$ cat src/pcs_tx_cfg.svh
`ifndef PCS_TX_CFG_SVH
`define PCS_TX_CFG_SVH

`define PCS_NB_DATA    64
`define PCS_NB_CTRL    8
`define PCS_NB_BLOCK   66
`define PCS_NB_ERRCNT  32

`define PCS_SYNC_DATA  2'b01
`define PCS_SYNC_CTRL  2'b10

// Block type field values
`define PCS_BT_IDLE    8'h1E
`define PCS_BT_START   8'h78
`define PCS_BT_TERM0   8'h87
`define PCS_BT_TERM1   8'h99
`define PCS_BT_TERM2   8'hAA
`define PCS_BT_TERM3   8'hB4
`define PCS_BT_TERM4   8'hCC
`define PCS_BT_TERM5   8'hD2
`define PCS_BT_TERM6   8'hE1
`define PCS_BT_TERM7   8'hFF

`define PCS_XG_IDLE    8'h07
`define PCS_XG_START   8'hFB
`define PCS_XG_TERM    8'hFD
`define PCS_XG_ERROR   8'hFE

`define PCS_CC_IDLE    7'h00
`define PCS_CC_ERROR   7'h1E

`define PCS_REG_CTRL   1'b0
`define PCS_REG_ERRCNT 1'b1

`endif

$ cat src/pcs_tx_pkg.sv
`include "pcs_tx_cfg.svh"

package pcs_tx_pkg;

  typedef struct packed {
    logic [`PCS_NB_DATA-1:0] data;
    logic [`PCS_NB_CTRL-1:0] ctrl; // Bit i flags byte i
  } xgmii_word_t;

  typedef struct packed {
    logic [`PCS_NB_DATA-1:0] payload;
    logic [1:0]              sync;
  } data_view_t;

  typedef struct packed {
    logic [`PCS_NB_DATA-9:0] payload; // Lane 0 in the low bits
    logic [7:0]              btype;
    logic [1:0]              sync;
  } ctrl_view_t;

  // Same 66 bits, read as data or control block
  typedef union packed {
    data_view_t data_view;
    ctrl_view_t ctrl_view;
  } block_t;

  typedef enum logic [2:0] {
    KIND_C,
    KIND_S,
    KIND_D,
    KIND_T,
    KIND_E
  } block_kind_t;

  typedef struct packed {
    block_t      block;
    block_kind_t kind;
  } coded_beat_t;

  // Control block carrying eight error codes
  function automatic block_t error_block();
    block_t blk;
    blk.ctrl_view.sync    = `PCS_SYNC_CTRL;
    blk.ctrl_view.btype   = `PCS_BT_IDLE;
    blk.ctrl_view.payload = {8{`PCS_CC_ERROR}};
    return blk;
  endfunction

endpackage

$ cat src/pcs_tx_block_encoder.sv
`include "pcs_tx_cfg.svh"

module pcs_tx_block_encoder
(
  input  logic                     i_clock,
  input  logic                     i_reset,
  input  logic                     i_enable,
  input  pcs_tx_pkg::xgmii_word_t  i_xg,
  input  logic                     i_xg_valid,
  output logic                     o_xg_ready,
  output pcs_tx_pkg::coded_beat_t  o_beat,
  output logic                     o_beat_valid,
  input  logic                     i_beat_ready
);

  logic                    is_data;
  logic                    is_idle;
  logic                    is_start;
  logic                    term_hit;
  logic [2:0]              term_lane;
  logic                    xg_take;
  pcs_tx_pkg::coded_beat_t beat_next;

  // Lanes below k data, lane k terminate, lanes above idle
  function automatic logic term_at(input pcs_tx_pkg::xgmii_word_t xg, input int k);
    logic ok;
    ok = xg.ctrl[k] && (xg.data[8*k +: 8] == `PCS_XG_TERM);
    for (int j = 0; j < `PCS_NB_CTRL; j++)
    begin
      if (j < k)
        ok = ok && !xg.ctrl[j];
      else if (j > k)
        ok = ok && xg.ctrl[j] && (xg.data[8*j +: 8] == `PCS_XG_IDLE);
    end
    return ok;
  endfunction

  function automatic logic [7:0] term_type(input logic [2:0] lane);
    case (lane)
      3'd0: term_type = `PCS_BT_TERM0;
      3'd1: term_type = `PCS_BT_TERM1;
      3'd2: term_type = `PCS_BT_TERM2;
      3'd3: term_type = `PCS_BT_TERM3;
      3'd4: term_type = `PCS_BT_TERM4;
      3'd5: term_type = `PCS_BT_TERM5;
      3'd6: term_type = `PCS_BT_TERM6;
      default: term_type = `PCS_BT_TERM7;
    endcase
  endfunction

  assign is_data  = (i_xg.ctrl == 8'h00);
  assign is_idle  = (i_xg.ctrl == 8'hFF) && (i_xg.data == {8{`PCS_XG_IDLE}});
  assign is_start = (i_xg.ctrl == 8'h01) && (i_xg.data[7:0] == `PCS_XG_START);

  always_comb
  begin
    term_hit  = 1'b0;
    term_lane = 3'd0;
    for (int k = 0; k < `PCS_NB_CTRL; k++)
    begin
      if (term_at(i_xg, k))
      begin
        term_hit  = 1'b1;
        term_lane = 3'(k);
      end
    end
  end

  always_comb
  begin
    beat_next.block = '0;
    beat_next.kind  = pcs_tx_pkg::KIND_E;
    if (is_data)
    begin
      beat_next.kind                    = pcs_tx_pkg::KIND_D;
      beat_next.block.data_view.sync    = `PCS_SYNC_DATA;
      beat_next.block.data_view.payload = i_xg.data;
    end
    else if (is_idle)
    begin
      beat_next.kind                    = pcs_tx_pkg::KIND_C;
      beat_next.block.ctrl_view.sync    = `PCS_SYNC_CTRL;
      beat_next.block.ctrl_view.btype   = `PCS_BT_IDLE;
      beat_next.block.ctrl_view.payload = {8{`PCS_CC_IDLE}};
    end
    else if (is_start)
    begin
      beat_next.kind                    = pcs_tx_pkg::KIND_S;
      beat_next.block.ctrl_view.sync    = `PCS_SYNC_CTRL;
      beat_next.block.ctrl_view.btype   = `PCS_BT_START;
      beat_next.block.ctrl_view.payload = i_xg.data[63:8]; // Bytes 1 to 7
    end
    else if (term_hit)
    begin
      beat_next.kind                  = pcs_tx_pkg::KIND_T;
      beat_next.block.ctrl_view.sync  = `PCS_SYNC_CTRL;
      beat_next.block.ctrl_view.btype = term_type(term_lane);
      for (int j = 0; j < 7; j++)
        if (j < term_lane)
          beat_next.block.ctrl_view.payload[8*j +: 8] = i_xg.data[8*j +: 8];
    end
    else
      beat_next.block = pcs_tx_pkg::error_block();
  end

  assign o_xg_ready = i_enable && (!o_beat_valid || i_beat_ready);
  assign xg_take    = i_xg_valid && o_xg_ready;

  always_ff @(posedge i_clock)
  begin
    if (i_reset)
      o_beat_valid <= 1'b0;
    else if (xg_take)
      o_beat_valid <= 1'b1;
    else if (i_beat_ready)
      o_beat_valid <= 1'b0;
  end

  always_ff @(posedge i_clock)
  begin
    if (xg_take)
      o_beat <= beat_next;
  end

  // Stalled beat must not change under the checker
  a_stall_stable: assert property (@(posedge i_clock) disable iff (i_reset)
    o_beat_valid && !i_beat_ready |=> o_beat_valid && $stable(o_beat));

endmodule

$ cat src/pcs_tx_sequence_check.sv
`include "pcs_tx_cfg.svh"

module pcs_tx_sequence_check
(
  input  logic                       i_clock,
  input  logic                       i_reset,
  input  pcs_tx_pkg::coded_beat_t    i_beat,
  input  logic                       i_beat_valid,
  output logic                       o_beat_ready,
  output pcs_tx_pkg::block_t         o_block,
  output logic                       o_block_valid,
  input  logic                       i_block_ready,
  input  logic                       i_errcnt_clear,
  output logic [`PCS_NB_ERRCNT-1:0]  o_errcnt
);

  localparam logic [4:0] ST_INIT = 5'b10000;
  localparam logic [4:0] ST_C    = 5'b01000;
  localparam logic [4:0] ST_D    = 5'b00100;
  localparam logic [4:0] ST_T    = 5'b00010;
  localparam logic [4:0] ST_E    = 5'b00001;

  logic [4:0] state;
  logic [4:0] state_next;
  logic       to_error;
  logic       beat_take;

  always_comb
  begin
    state_next = ST_E;
    case (state)
      ST_INIT, ST_C, ST_T:
      begin
        if (i_beat.kind == pcs_tx_pkg::KIND_C)
          state_next = ST_C;
        else if (i_beat.kind == pcs_tx_pkg::KIND_S)
          state_next = ST_D;
      end
      ST_D:
      begin
        if (i_beat.kind == pcs_tx_pkg::KIND_D)
          state_next = ST_D;
        else if (i_beat.kind == pcs_tx_pkg::KIND_T)
          state_next = ST_T;
      end
      default: // ST_E where a start stays an error
      begin
        if (i_beat.kind == pcs_tx_pkg::KIND_T)
          state_next = ST_T;
        else if (i_beat.kind == pcs_tx_pkg::KIND_D)
          state_next = ST_D;
        else if (i_beat.kind == pcs_tx_pkg::KIND_C)
          state_next = ST_C;
      end
    endcase
  end

  assign to_error     = (state_next == ST_E);
  assign o_beat_ready = !o_block_valid || i_block_ready;
  assign beat_take    = i_beat_valid && o_beat_ready;

  always_ff @(posedge i_clock)
  begin
    if (i_reset)
    begin
      state         <= ST_INIT;
      o_block_valid <= 1'b0;
    end
    else if (beat_take)
    begin
      state         <= state_next;
      o_block_valid <= 1'b1;
    end
    else if (i_block_ready)
      o_block_valid <= 1'b0;
  end

  always_ff @(posedge i_clock)
  begin
    if (beat_take)
      o_block <= to_error ? pcs_tx_pkg::error_block() : i_beat.block;
  end

  always_ff @(posedge i_clock)
  begin
    if (i_reset || i_errcnt_clear)
      o_errcnt <= '0;
    else if (beat_take && to_error && !(&o_errcnt)) // Saturates
      o_errcnt <= o_errcnt + 1'b1;
  end

  a_state_onehot: assert property (@(posedge i_clock) disable iff (i_reset)
    $onehot(state));

endmodule

$ cat src/pcs_tx_scrambler.sv
`include "pcs_tx_cfg.svh"

module pcs_tx_scrambler
(
  input  logic                i_clock,
  input  logic                i_reset,
  input  logic                i_bypass,
  input  pcs_tx_pkg::block_t  i_block,
  input  logic                i_block_valid,
  output logic                o_block_ready,
  output pcs_tx_pkg::block_t  o_block,
  output logic                o_block_valid,
  input  logic                i_block_ready
);

  logic [57:0]        scr_state;
  logic [57:0]        state_next;
  logic               scr_bit;
  logic               block_take;
  pcs_tx_pkg::block_t scr_block;

  // x^58 + x^39 + 1 with payload bit 0 first
  always_comb
  begin
    scr_block  = i_block;
    state_next = scr_state;
    scr_bit    = 1'b0;
    for (int i = 0; i < `PCS_NB_DATA; i++)
    begin
      scr_bit = i_block.data_view.payload[i] ^ state_next[38] ^ state_next[57];
      scr_block.data_view.payload[i] = scr_bit;
      state_next = {state_next[56:0], scr_bit};
    end
  end

  assign o_block_ready = !o_block_valid || i_block_ready;
  assign block_take    = i_block_valid && o_block_ready;

  always_ff @(posedge i_clock)
  begin
    if (i_reset)
    begin
      scr_state     <= '1;
      o_block_valid <= 1'b0;
    end
    else if (block_take)
    begin
      if (!i_bypass)
        scr_state <= state_next;
      o_block_valid <= 1'b1;
    end
    else if (i_block_ready)
      o_block_valid <= 1'b0;
  end

  always_ff @(posedge i_clock)
  begin
    if (block_take)
      o_block <= i_bypass ? i_block : scr_block;
  end

  a_sync_legal: assert property (@(posedge i_clock) disable iff (i_reset)
    o_block_valid |-> (o_block.data_view.sync == `PCS_SYNC_DATA ||
                       o_block.data_view.sync == `PCS_SYNC_CTRL));

endmodule

$ cat src/pcs_tx_regs.sv
`include "pcs_tx_cfg.svh"

module pcs_tx_regs
(
  input  logic                      i_clock,
  input  logic                      i_reset,
  input  logic                      i_reg_wr,
  input  logic                      i_reg_rd,
  input  logic                      i_reg_addr,
  input  logic [31:0]               i_reg_wdata,
  output logic [31:0]               o_reg_rdata,
  input  logic [`PCS_NB_ERRCNT-1:0] i_errcnt,
  output logic                      o_enable,
  output logic                      o_bypass,
  output logic                      o_errcnt_clear
);

  always_ff @(posedge i_clock)
  begin
    if (i_reset)
    begin
      o_enable       <= 1'b0;
      o_bypass       <= 1'b0;
      o_errcnt_clear <= 1'b0;
    end
    else
    begin
      o_errcnt_clear <= i_reg_wr && (i_reg_addr == `PCS_REG_ERRCNT); // One cycle pulse
      if (i_reg_wr && (i_reg_addr == `PCS_REG_CTRL))
      begin
        o_enable <= i_reg_wdata[0];
        o_bypass <= i_reg_wdata[1];
      end
    end
  end

  // Read data holds until the next read
  always_ff @(posedge i_clock)
  begin
    if (i_reset)
      o_reg_rdata <= '0;
    else if (i_reg_rd)
    begin
      if (i_reg_addr == `PCS_REG_CTRL)
        o_reg_rdata <= {30'd0, o_bypass, o_enable};
      else
        o_reg_rdata <= i_errcnt; // Live counter value
    end
  end

endmodule

$ cat src/pcs_tx.sv
`include "pcs_tx_cfg.svh"

module pcs_tx
(
  input  logic                     i_clock,
  input  logic                     i_reset,
  input  pcs_tx_pkg::xgmii_word_t  i_xg,
  input  logic                     i_xg_valid,
  output logic                     o_xg_ready,
  output pcs_tx_pkg::block_t       o_block,
  output logic                     o_block_valid,
  input  logic                     i_block_ready,
  input  logic                     i_reg_wr,
  input  logic                     i_reg_rd,
  input  logic                     i_reg_addr,
  input  logic [31:0]              i_reg_wdata,
  output logic [31:0]              o_reg_rdata
);

  logic                      enable;
  logic                      bypass;
  logic                      errcnt_clear;
  logic [`PCS_NB_ERRCNT-1:0] errcnt;

  pcs_tx_pkg::coded_beat_t   beat;
  logic                      beat_valid;
  logic                      beat_ready;
  pcs_tx_pkg::block_t        chk_block;
  logic                      chk_valid;
  logic                      chk_ready;

  pcs_tx_block_encoder u_encoder
  (
    .i_clock      (i_clock),
    .i_reset      (i_reset),
    .i_enable     (enable),
    .i_xg         (i_xg),
    .i_xg_valid   (i_xg_valid),
    .o_xg_ready   (o_xg_ready),
    .o_beat       (beat),
    .o_beat_valid (beat_valid),
    .i_beat_ready (beat_ready)
  );

  pcs_tx_sequence_check u_check
  (
    .i_clock        (i_clock),
    .i_reset        (i_reset),
    .i_beat         (beat),
    .i_beat_valid   (beat_valid),
    .o_beat_ready   (beat_ready),
    .o_block        (chk_block),
    .o_block_valid  (chk_valid),
    .i_block_ready  (chk_ready),
    .i_errcnt_clear (errcnt_clear),
    .o_errcnt       (errcnt)
  );

  pcs_tx_scrambler u_scrambler
  (
    .i_clock       (i_clock),
    .i_reset       (i_reset),
    .i_bypass      (bypass),
    .i_block       (chk_block),
    .i_block_valid (chk_valid),
    .o_block_ready (chk_ready),
    .o_block       (o_block),
    .o_block_valid (o_block_valid),
    .i_block_ready (i_block_ready)
  );

  pcs_tx_regs u_regs
  (
    .i_clock        (i_clock),
    .i_reset        (i_reset),
    .i_reg_wr       (i_reg_wr),
    .i_reg_rd       (i_reg_rd),
    .i_reg_addr     (i_reg_addr),
    .i_reg_wdata    (i_reg_wdata),
    .o_reg_rdata    (o_reg_rdata),
    .i_errcnt       (errcnt),
    .o_enable       (enable),
    .o_bypass       (bypass),
    .o_errcnt_clear (errcnt_clear)
  );

endmodule

$ cat config.mk
export PLATFORM = sky130hd
export DESIGN_NAME = pcs_tx
export DESIGN_NICKNAME = d
export VERILOG_FILES = /design/src/pcs_tx_pkg.sv /design/src/pcs_tx_block_encoder.sv /design/src/pcs_tx_sequence_check.sv /design/src/pcs_tx_scrambler.sv /design/src/pcs_tx_regs.sv /design/src/pcs_tx.sv
export VERILOG_INCLUDE_DIRS = /design/src /design/src/src
export SDC_FILE = /design/constraint.sdc
export NUM_CORES = 1
export LEC_CHECK = 0
export BUFFER_PORTS_ARGS = -buffer_cell sky130_fd_sc_hd__buf_2
export CELL_PAD_IN_SITES_DETAIL_PLACEMENT = 1
export CELL_PAD_IN_SITES_GLOBAL_PLACEMENT = 1
export CORE_UTILIZATION = 46
export DETAILED_ROUTE_END_ITERATION = 12
export PLACE_DENSITY = 0.83
export SLEW_MARGIN = 20
export SYNTH_ARGS = -nofsm -noshare
export SYNTH_HDL_FRONTEND = slang
export SYNTH_HIERARCHICAL = 1
export SYNTH_SLANG_ARGS = --single-unit
export TNS_END_PERCENT = 100
$ cat constraint.sdc
create_clock -name i_clock -period 4.5 [get_ports i_clock]
set_clock_uncertainty 0.1 [all_clocks]
set_input_delay 0.9 -clock i_clock [delete_from_list [all_inputs] [get_ports i_clock]]
set_output_delay 0.9 -clock i_clock [all_outputs]
set_load 0.1 [all_outputs]
* Word level (Yosys, flattened, before mapping)
Cells that the tools add are included.
** Word-level totals
- RAM bits :: 0
- Register bits after elaboration :: 334
- Word-level logic and storage cells :: 360
- Memories :: 0
- Bits in latches :: 0
- Memory bits (read-only) :: 0
** Operators by class
- Multipliers :: 0
- Div/mod/pow operators :: 0
- Bitwise operators :: 130
- Reduce and logical (&&, ||, !) cells :: 128
- Equal/unequal tests :: 33
- $add $sub $neg :: 1
- Magnitude comparators :: 7
- Shifts and indexed selects :: 0
- Multiplexer cells :: 44
** Operator list (number)
- $mux 69 :: 3
- $mux 66 :: 2
- $xor 1x1->1 :: 128
- $logic_and 1x1->1 :: 102
- $eq 8x8->1 const B :: 10
- $eq 64x59->1 const B :: 1
- $eq 8x3->1 const B :: 7
- $mux 8 :: 7
- $pmux 7 s7 :: 1
- $add 32x1->32 const B :: 1
- $mux 32 :: 1
- $reduce_and 32->1 :: 1
- $mux 5 :: 4
- $mux 3 :: 6
- $mux 1 :: 15
- $eq 3x2->1 const B :: 4
- $logic_not 1->1 :: 11
- $pmux 5 s2 :: 1
- $eq 3x3->1 const B :: 3
- $lt 3x3->1 const A :: 3
- $eq 8x1->1 const B :: 1
- $logic_not 8->1 :: 1
- $eq 3x1->1 const B :: 2
- $logic_not 3->1 :: 2
- 15 further kinds :: 26

* Longest topological paths before layout
- Depth after elaboration :: 28
- Depth in mapped cells :: 11

* Hierarchy
Netlist, hierarchy kept.
** By module, submodules not included
- pcs_tx_scrambler :: instances 1, cells an instance 540, area an instance 6272.3 um^2
- pcs_tx_sequence_check :: instances 1, cells an instance 408, area an instance 4605.7 um^2
- pcs_tx_block_encoder :: instances 1, cells an instance 334, area an instance 3688.5 um^2
- pcs_tx_regs :: instances 1, cells an instance 149, area an instance 1502.7 um^2

* Worst setup path after synthesis
Ideal clock, no wire load.
- Kind :: input port to flip-flop
- From :: input i_block_ready
- To :: register u_encoder/o_beat[0] in the netlist's numbering (enable)
- Cell stages on the path :: 6
- Required time :: 3.977 ns
- Path slack :: 0.396 ns
- Arrival :: 3.581 ns
- Setup time :: 0.423 ns
- Cells stage by stage :: nand2b_4 nand2b_1 nand2b_1 and2_1 nand2_1 inv_1
** On the way
- Word-level cells in the longest chain between the ends :: 5
** RTL lines
- from (decl) :: RTL line pcs_tx.sv:12 : input logic i_block_ready,
- $logic_or 1x1->1 :: RTL line pcs_tx_scrambler.sv:36 : assign o_block_ready = !o_block_valid || i_block_ready;
- $logic_or 1x1->1 :: RTL line pcs_tx_sequence_check.sv:59 : assign o_beat_ready = !o_block_valid || i_block_ready;
- via beat_ready :: RTL line pcs_tx.sv:27 : logic beat_ready;
- $logic_or 1x1->1 :: RTL line pcs_tx_block_encoder.sv:106 : assign o_xg_ready = i_enable && (!o_beat_valid || i_beat_ready);
- $logic_and 1x1->1 :: RTL line pcs_tx_block_encoder.sv:106
- via o_xg_ready :: RTL line pcs_tx.sv:9 : output logic o_xg_ready,
- $logic_and 1x1->1 :: RTL line pcs_tx_block_encoder.sv:107 : assign xg_take = i_xg_valid && o_xg_ready;
- via u_encoder.xg_take :: RTL line pcs_tx_block_encoder.sv:21 : logic xg_take;
- to (signal assigned) :: RTL line pcs_tx_block_encoder.sv:122 : o_beat <= beat_next;
- to (decl) :: RTL line pcs_tx_block_encoder.sv:11 : output pcs_tx_pkg::coded_beat_t o_beat,
The timed path passes the listed nets, and every way through them passes these cells.
A chain may end at the register's enable or synchronous reset.

==> impl_metrics.toml <==
[status]
run_status = "finished with violations"
violations = "design-rule violations"

[synthesis]
synth_seq_cells = 334
synth_area_um2 = 16100
ys_warn_count = 6
synth.distinct_cells = 73
synth_top_area_frac = 0.376
synth_ff_type = "edfxtp_1"
synth-seq-area-share = 0.541
synth_area_leaders = "edfxtp_1 38%, dfxtp_1 17%, xor2_1 5.7%"
synth-edff-count = 201
async_reset_ff_frac = 0
synth.avg_cell_area_um2 = 11.2
syn_nets = 1545
synthCells = 1431
yosys.area.top_type = "edfxtp_1"

[global_routing]
gr-total-overflow = 0
grt_pass1_wl_mm = 70.7
grt_max_degree = 104
antenna_found_initial = 0
grt_pass1_vias = 12200
grt.total_usage = 0.257

[setup_path]
cpPeakStageDelay_ns = 0.52
critical_path_class = "in -> reg"
crit_fanout = 5
cp.depth = 10
r2r_start = "u_check/o_errcnt[3]"
endpoint_kind = "flip-flop"
r2r_slack_ns = 1.37
crit_slowest_cell = "or4b_1"
crit_path_start = "i_xg[59]"
endpoint = "u_encoder/o_beat[5]"
reg2regPathDepth = 5
start_kind = "input pin"
worstPathRequired_ns = 4.66
critPathTopFamily = "simple AND/OR/NAND/NOR gates"
path_buf_inv = 2
r2r_end = "u_check/o_errcnt[4]"
path_cells = "buf_2 -> or4b_1 -> nor3_1 -> and4_1 -> o21ai_0 -> nand3_1 -> inv_1 -> ha_1 -> or3_1 -> a32o_1"
timing.critical_path.arrival_ns = 3.80

[clock_tree]
cts_root_buf = "clkbuf_16"
cts.sinks = 334
post_cts_buffers = 0
clock_latency_ns = 0.52
cts_resized = 0
clockBufferDepth = 3
cts_tree = "done"
cts_buffers = 36
htree_levels = 2
clkTransAtPathRegs_ns = 0.06
postCtsHoldBufs = 0

[sta]
setup_viol = 0
relSlewSlack = 0.180
slew_viol_final = 0
fin_crit_ns = 3.64
fin_crit_sh = 0.809
worstMarginPinSlew_ns = 1.22
rsz0062_at_grt = "no"
tns_ns = 0
hold_viol = 0
max_freq_ghz = 0.275

[floorplanning]
io_pins = 211
core_area_um2 = 34500
row_count = 68
dieWidth_um = 189
initial_utilization = 0.466
dieArea_um2 = 35700
die-height_um = 189

[power_and_ir_drop]
power.density_nw_per_um2 = 359
leakage_nw = 7.15
vdd_drop_max_uv = 244
swShare = 0.224
seqPwrFrac = 0.493
p_switching_mw = 1.49
pwr-share-comb = 0.050
p_clk_frac = 0.456
p_int_mw = 5.16

[run]
cap_violations = 0

[route]
dr_wl_met3_mm = 1.90
remaining_drc_errors = 1
drt_first_iter_violations = 994
first_pass_iters = 9
met2_length_mm = 22.1
num_vias = 11800
final_antenna_net_count = 0
viasPerCell = 5.71
drt-total-wl_mm = 46.3
wl_per_cell_um = 22.3
wl_met1_mm = 21.0
highest_layer = "met4"

[hold_path]
worstHoldPathType = "reg -> reg"

[layout]
final_cell_mix = "201 x edfxtp_1, 179 x buf_2, 132 x dfxtp_1"
drive_above_1_share = 0.215
final_core_util = 0.538
areaGrowthSynthToFinish_pct = 15.3
mostFrequentLayoutCell = "edfxtp_1"
antenna_cells = 0
fin_nets = 1703

[placement]
place_hpwl_mm = 32.6
portBuffers = 180
gp_congestion = 0.864
## how the worst min path moves through the flow
| stage | startpoint | to | slack [ns] | cells past startpoint |
|---|---|---|---|---|
| after global placement | u_check/o_block[0] | u_scrambler/o_block[0] | 0.30 | 0 |
| after CTS | u_check/o_block[0] | u_scrambler/o_block[0] | 0.33 | 0 |
| after floorplan | u_check/o_block[0] | u_scrambler/o_block[0] | 0.30 | 0 |
| after detailed placement | u_check/o_block[1] | u_scrambler/o_block[1] | 0.32 | 0 |
| after global routing | u_check/o_block[0] | u_scrambler/o_block[0] | 0.33 | 0 |
| final | u_check/o_block[0] | u_scrambler/o_block[0] | 0.32 | 0 |
## synth_stat cells (all sizes together) (3+ instances only)
cell,number
or4,23
xor3,13
o221a,3
o31ai,14
o311ai,7
nand4b,7
and4,5
a22o,25
clkbuf,46
dfxtp,133
xnor2,88
nor4b,3
nor3,13
and2,35
inv,12
mux2i,34
nand2,73
edfxtp,201
nor2b,38
o21ai,49
nand3,23
buf,31
nor2,146
xor2,104
or3,21
a211o,21
a211oi,3
o211ai,3
nor4,31
and3,6
o2bb2ai,4
a21oi,108
nand4,19
or4b,4
nand2b,59
a22oi,3
ha,3
## layout make-up
cell class | count | area [µm²]
clock buffers | 42 | 943
flip-flops and latches | 334 | 8700
repair buffers | 197 | 1030
fillers | 3692 | 15900
clock inverters | 23 | 264
inverters | 12 | 45.0
well taps | 455 | 569
multi-input cells | 1008 | 6980
## worst register-to-register path: stages, from the launching register on
cell	delay, ns
dfxtp_1	0.51
nand4_2	0.24
or4_1	0.74
nor3_2	0.98
nor4_1	0.21
mux2i_1	0.19
## power groups by stage
stage	sequential (mW)	combinational (mW)	clock (mW)
floorplan	3.37	0.171	0
global placement	3.34	0.319	0
detailed placement	3.35	0.329	0
CTS	3.28	0.332	3.08
global route	3.28	0.356	3.18
finish	3.28	0.334	3.04
## layer usage
layer,vias to the layer above,global-route usage
li1,5456,-
met1,5949,0.356
met2,342,0.419
met3,77,0.0304
met4,0,0.0847
met5,-,0
## cells by family after synthesis
logic type,after synthesis,share of synthesized area
AND/OR/NAND/NOR,513,0.179
flip-flops,334,0.541
AO/OA/AOI/OAI,253,0.107
XOR/XNOR,205,0.124
buffers and inverters,89,0.0252
multiplexers,34,0.0212
adder cells (fa/ha/maj),3,0.00234
## metrics by stage
stage | worst slack [ns] | cell area (µm²) | cells | hold WS (ns) | total power [mW]
5_1_grt | 0.847 | 18500 | 2071 | 0.326 | 6.82
2_1_floorplan | 0.396 | 16100 | 1431 | 0.300 | 3.54
4_1_cts | 0.972 | 18500 | 2071 | 0.328 | 6.69
3_5_place_dp | 0.453 | 17300 | 2006 | 0.325 | 3.67
3_3_place_gp | 0.497 | 17300 | 2006 | 0.302 | 3.66
6_report | 0.860 | 18500 | 2071 | 0.319 | 6.65
## flip-flops by register name, summed over array words and instances (netlist names)
| name | count |
|---|---|
| u_encoder/o_beat | 69 |
| u_check/o_block | 66 |
| u_scrambler/o_block | 66 |
| u_scrambler/scr_state | 58 |
| u_check/o_errcnt | 32 |
| u_regs/o_reg_rdata | 32 |
| u_check/state | 5 |
| u_check/o_block_valid | 1 |
| u_encoder/o_beat_valid | 1 |
| u_regs/o_bypass | 1 |
| u_regs/o_enable | 1 |
| u_regs/o_errcnt_clear | 1 |
| u_scrambler/o_block_valid | 1 |
Note: power is estimated with default switching activity, not from simulation.
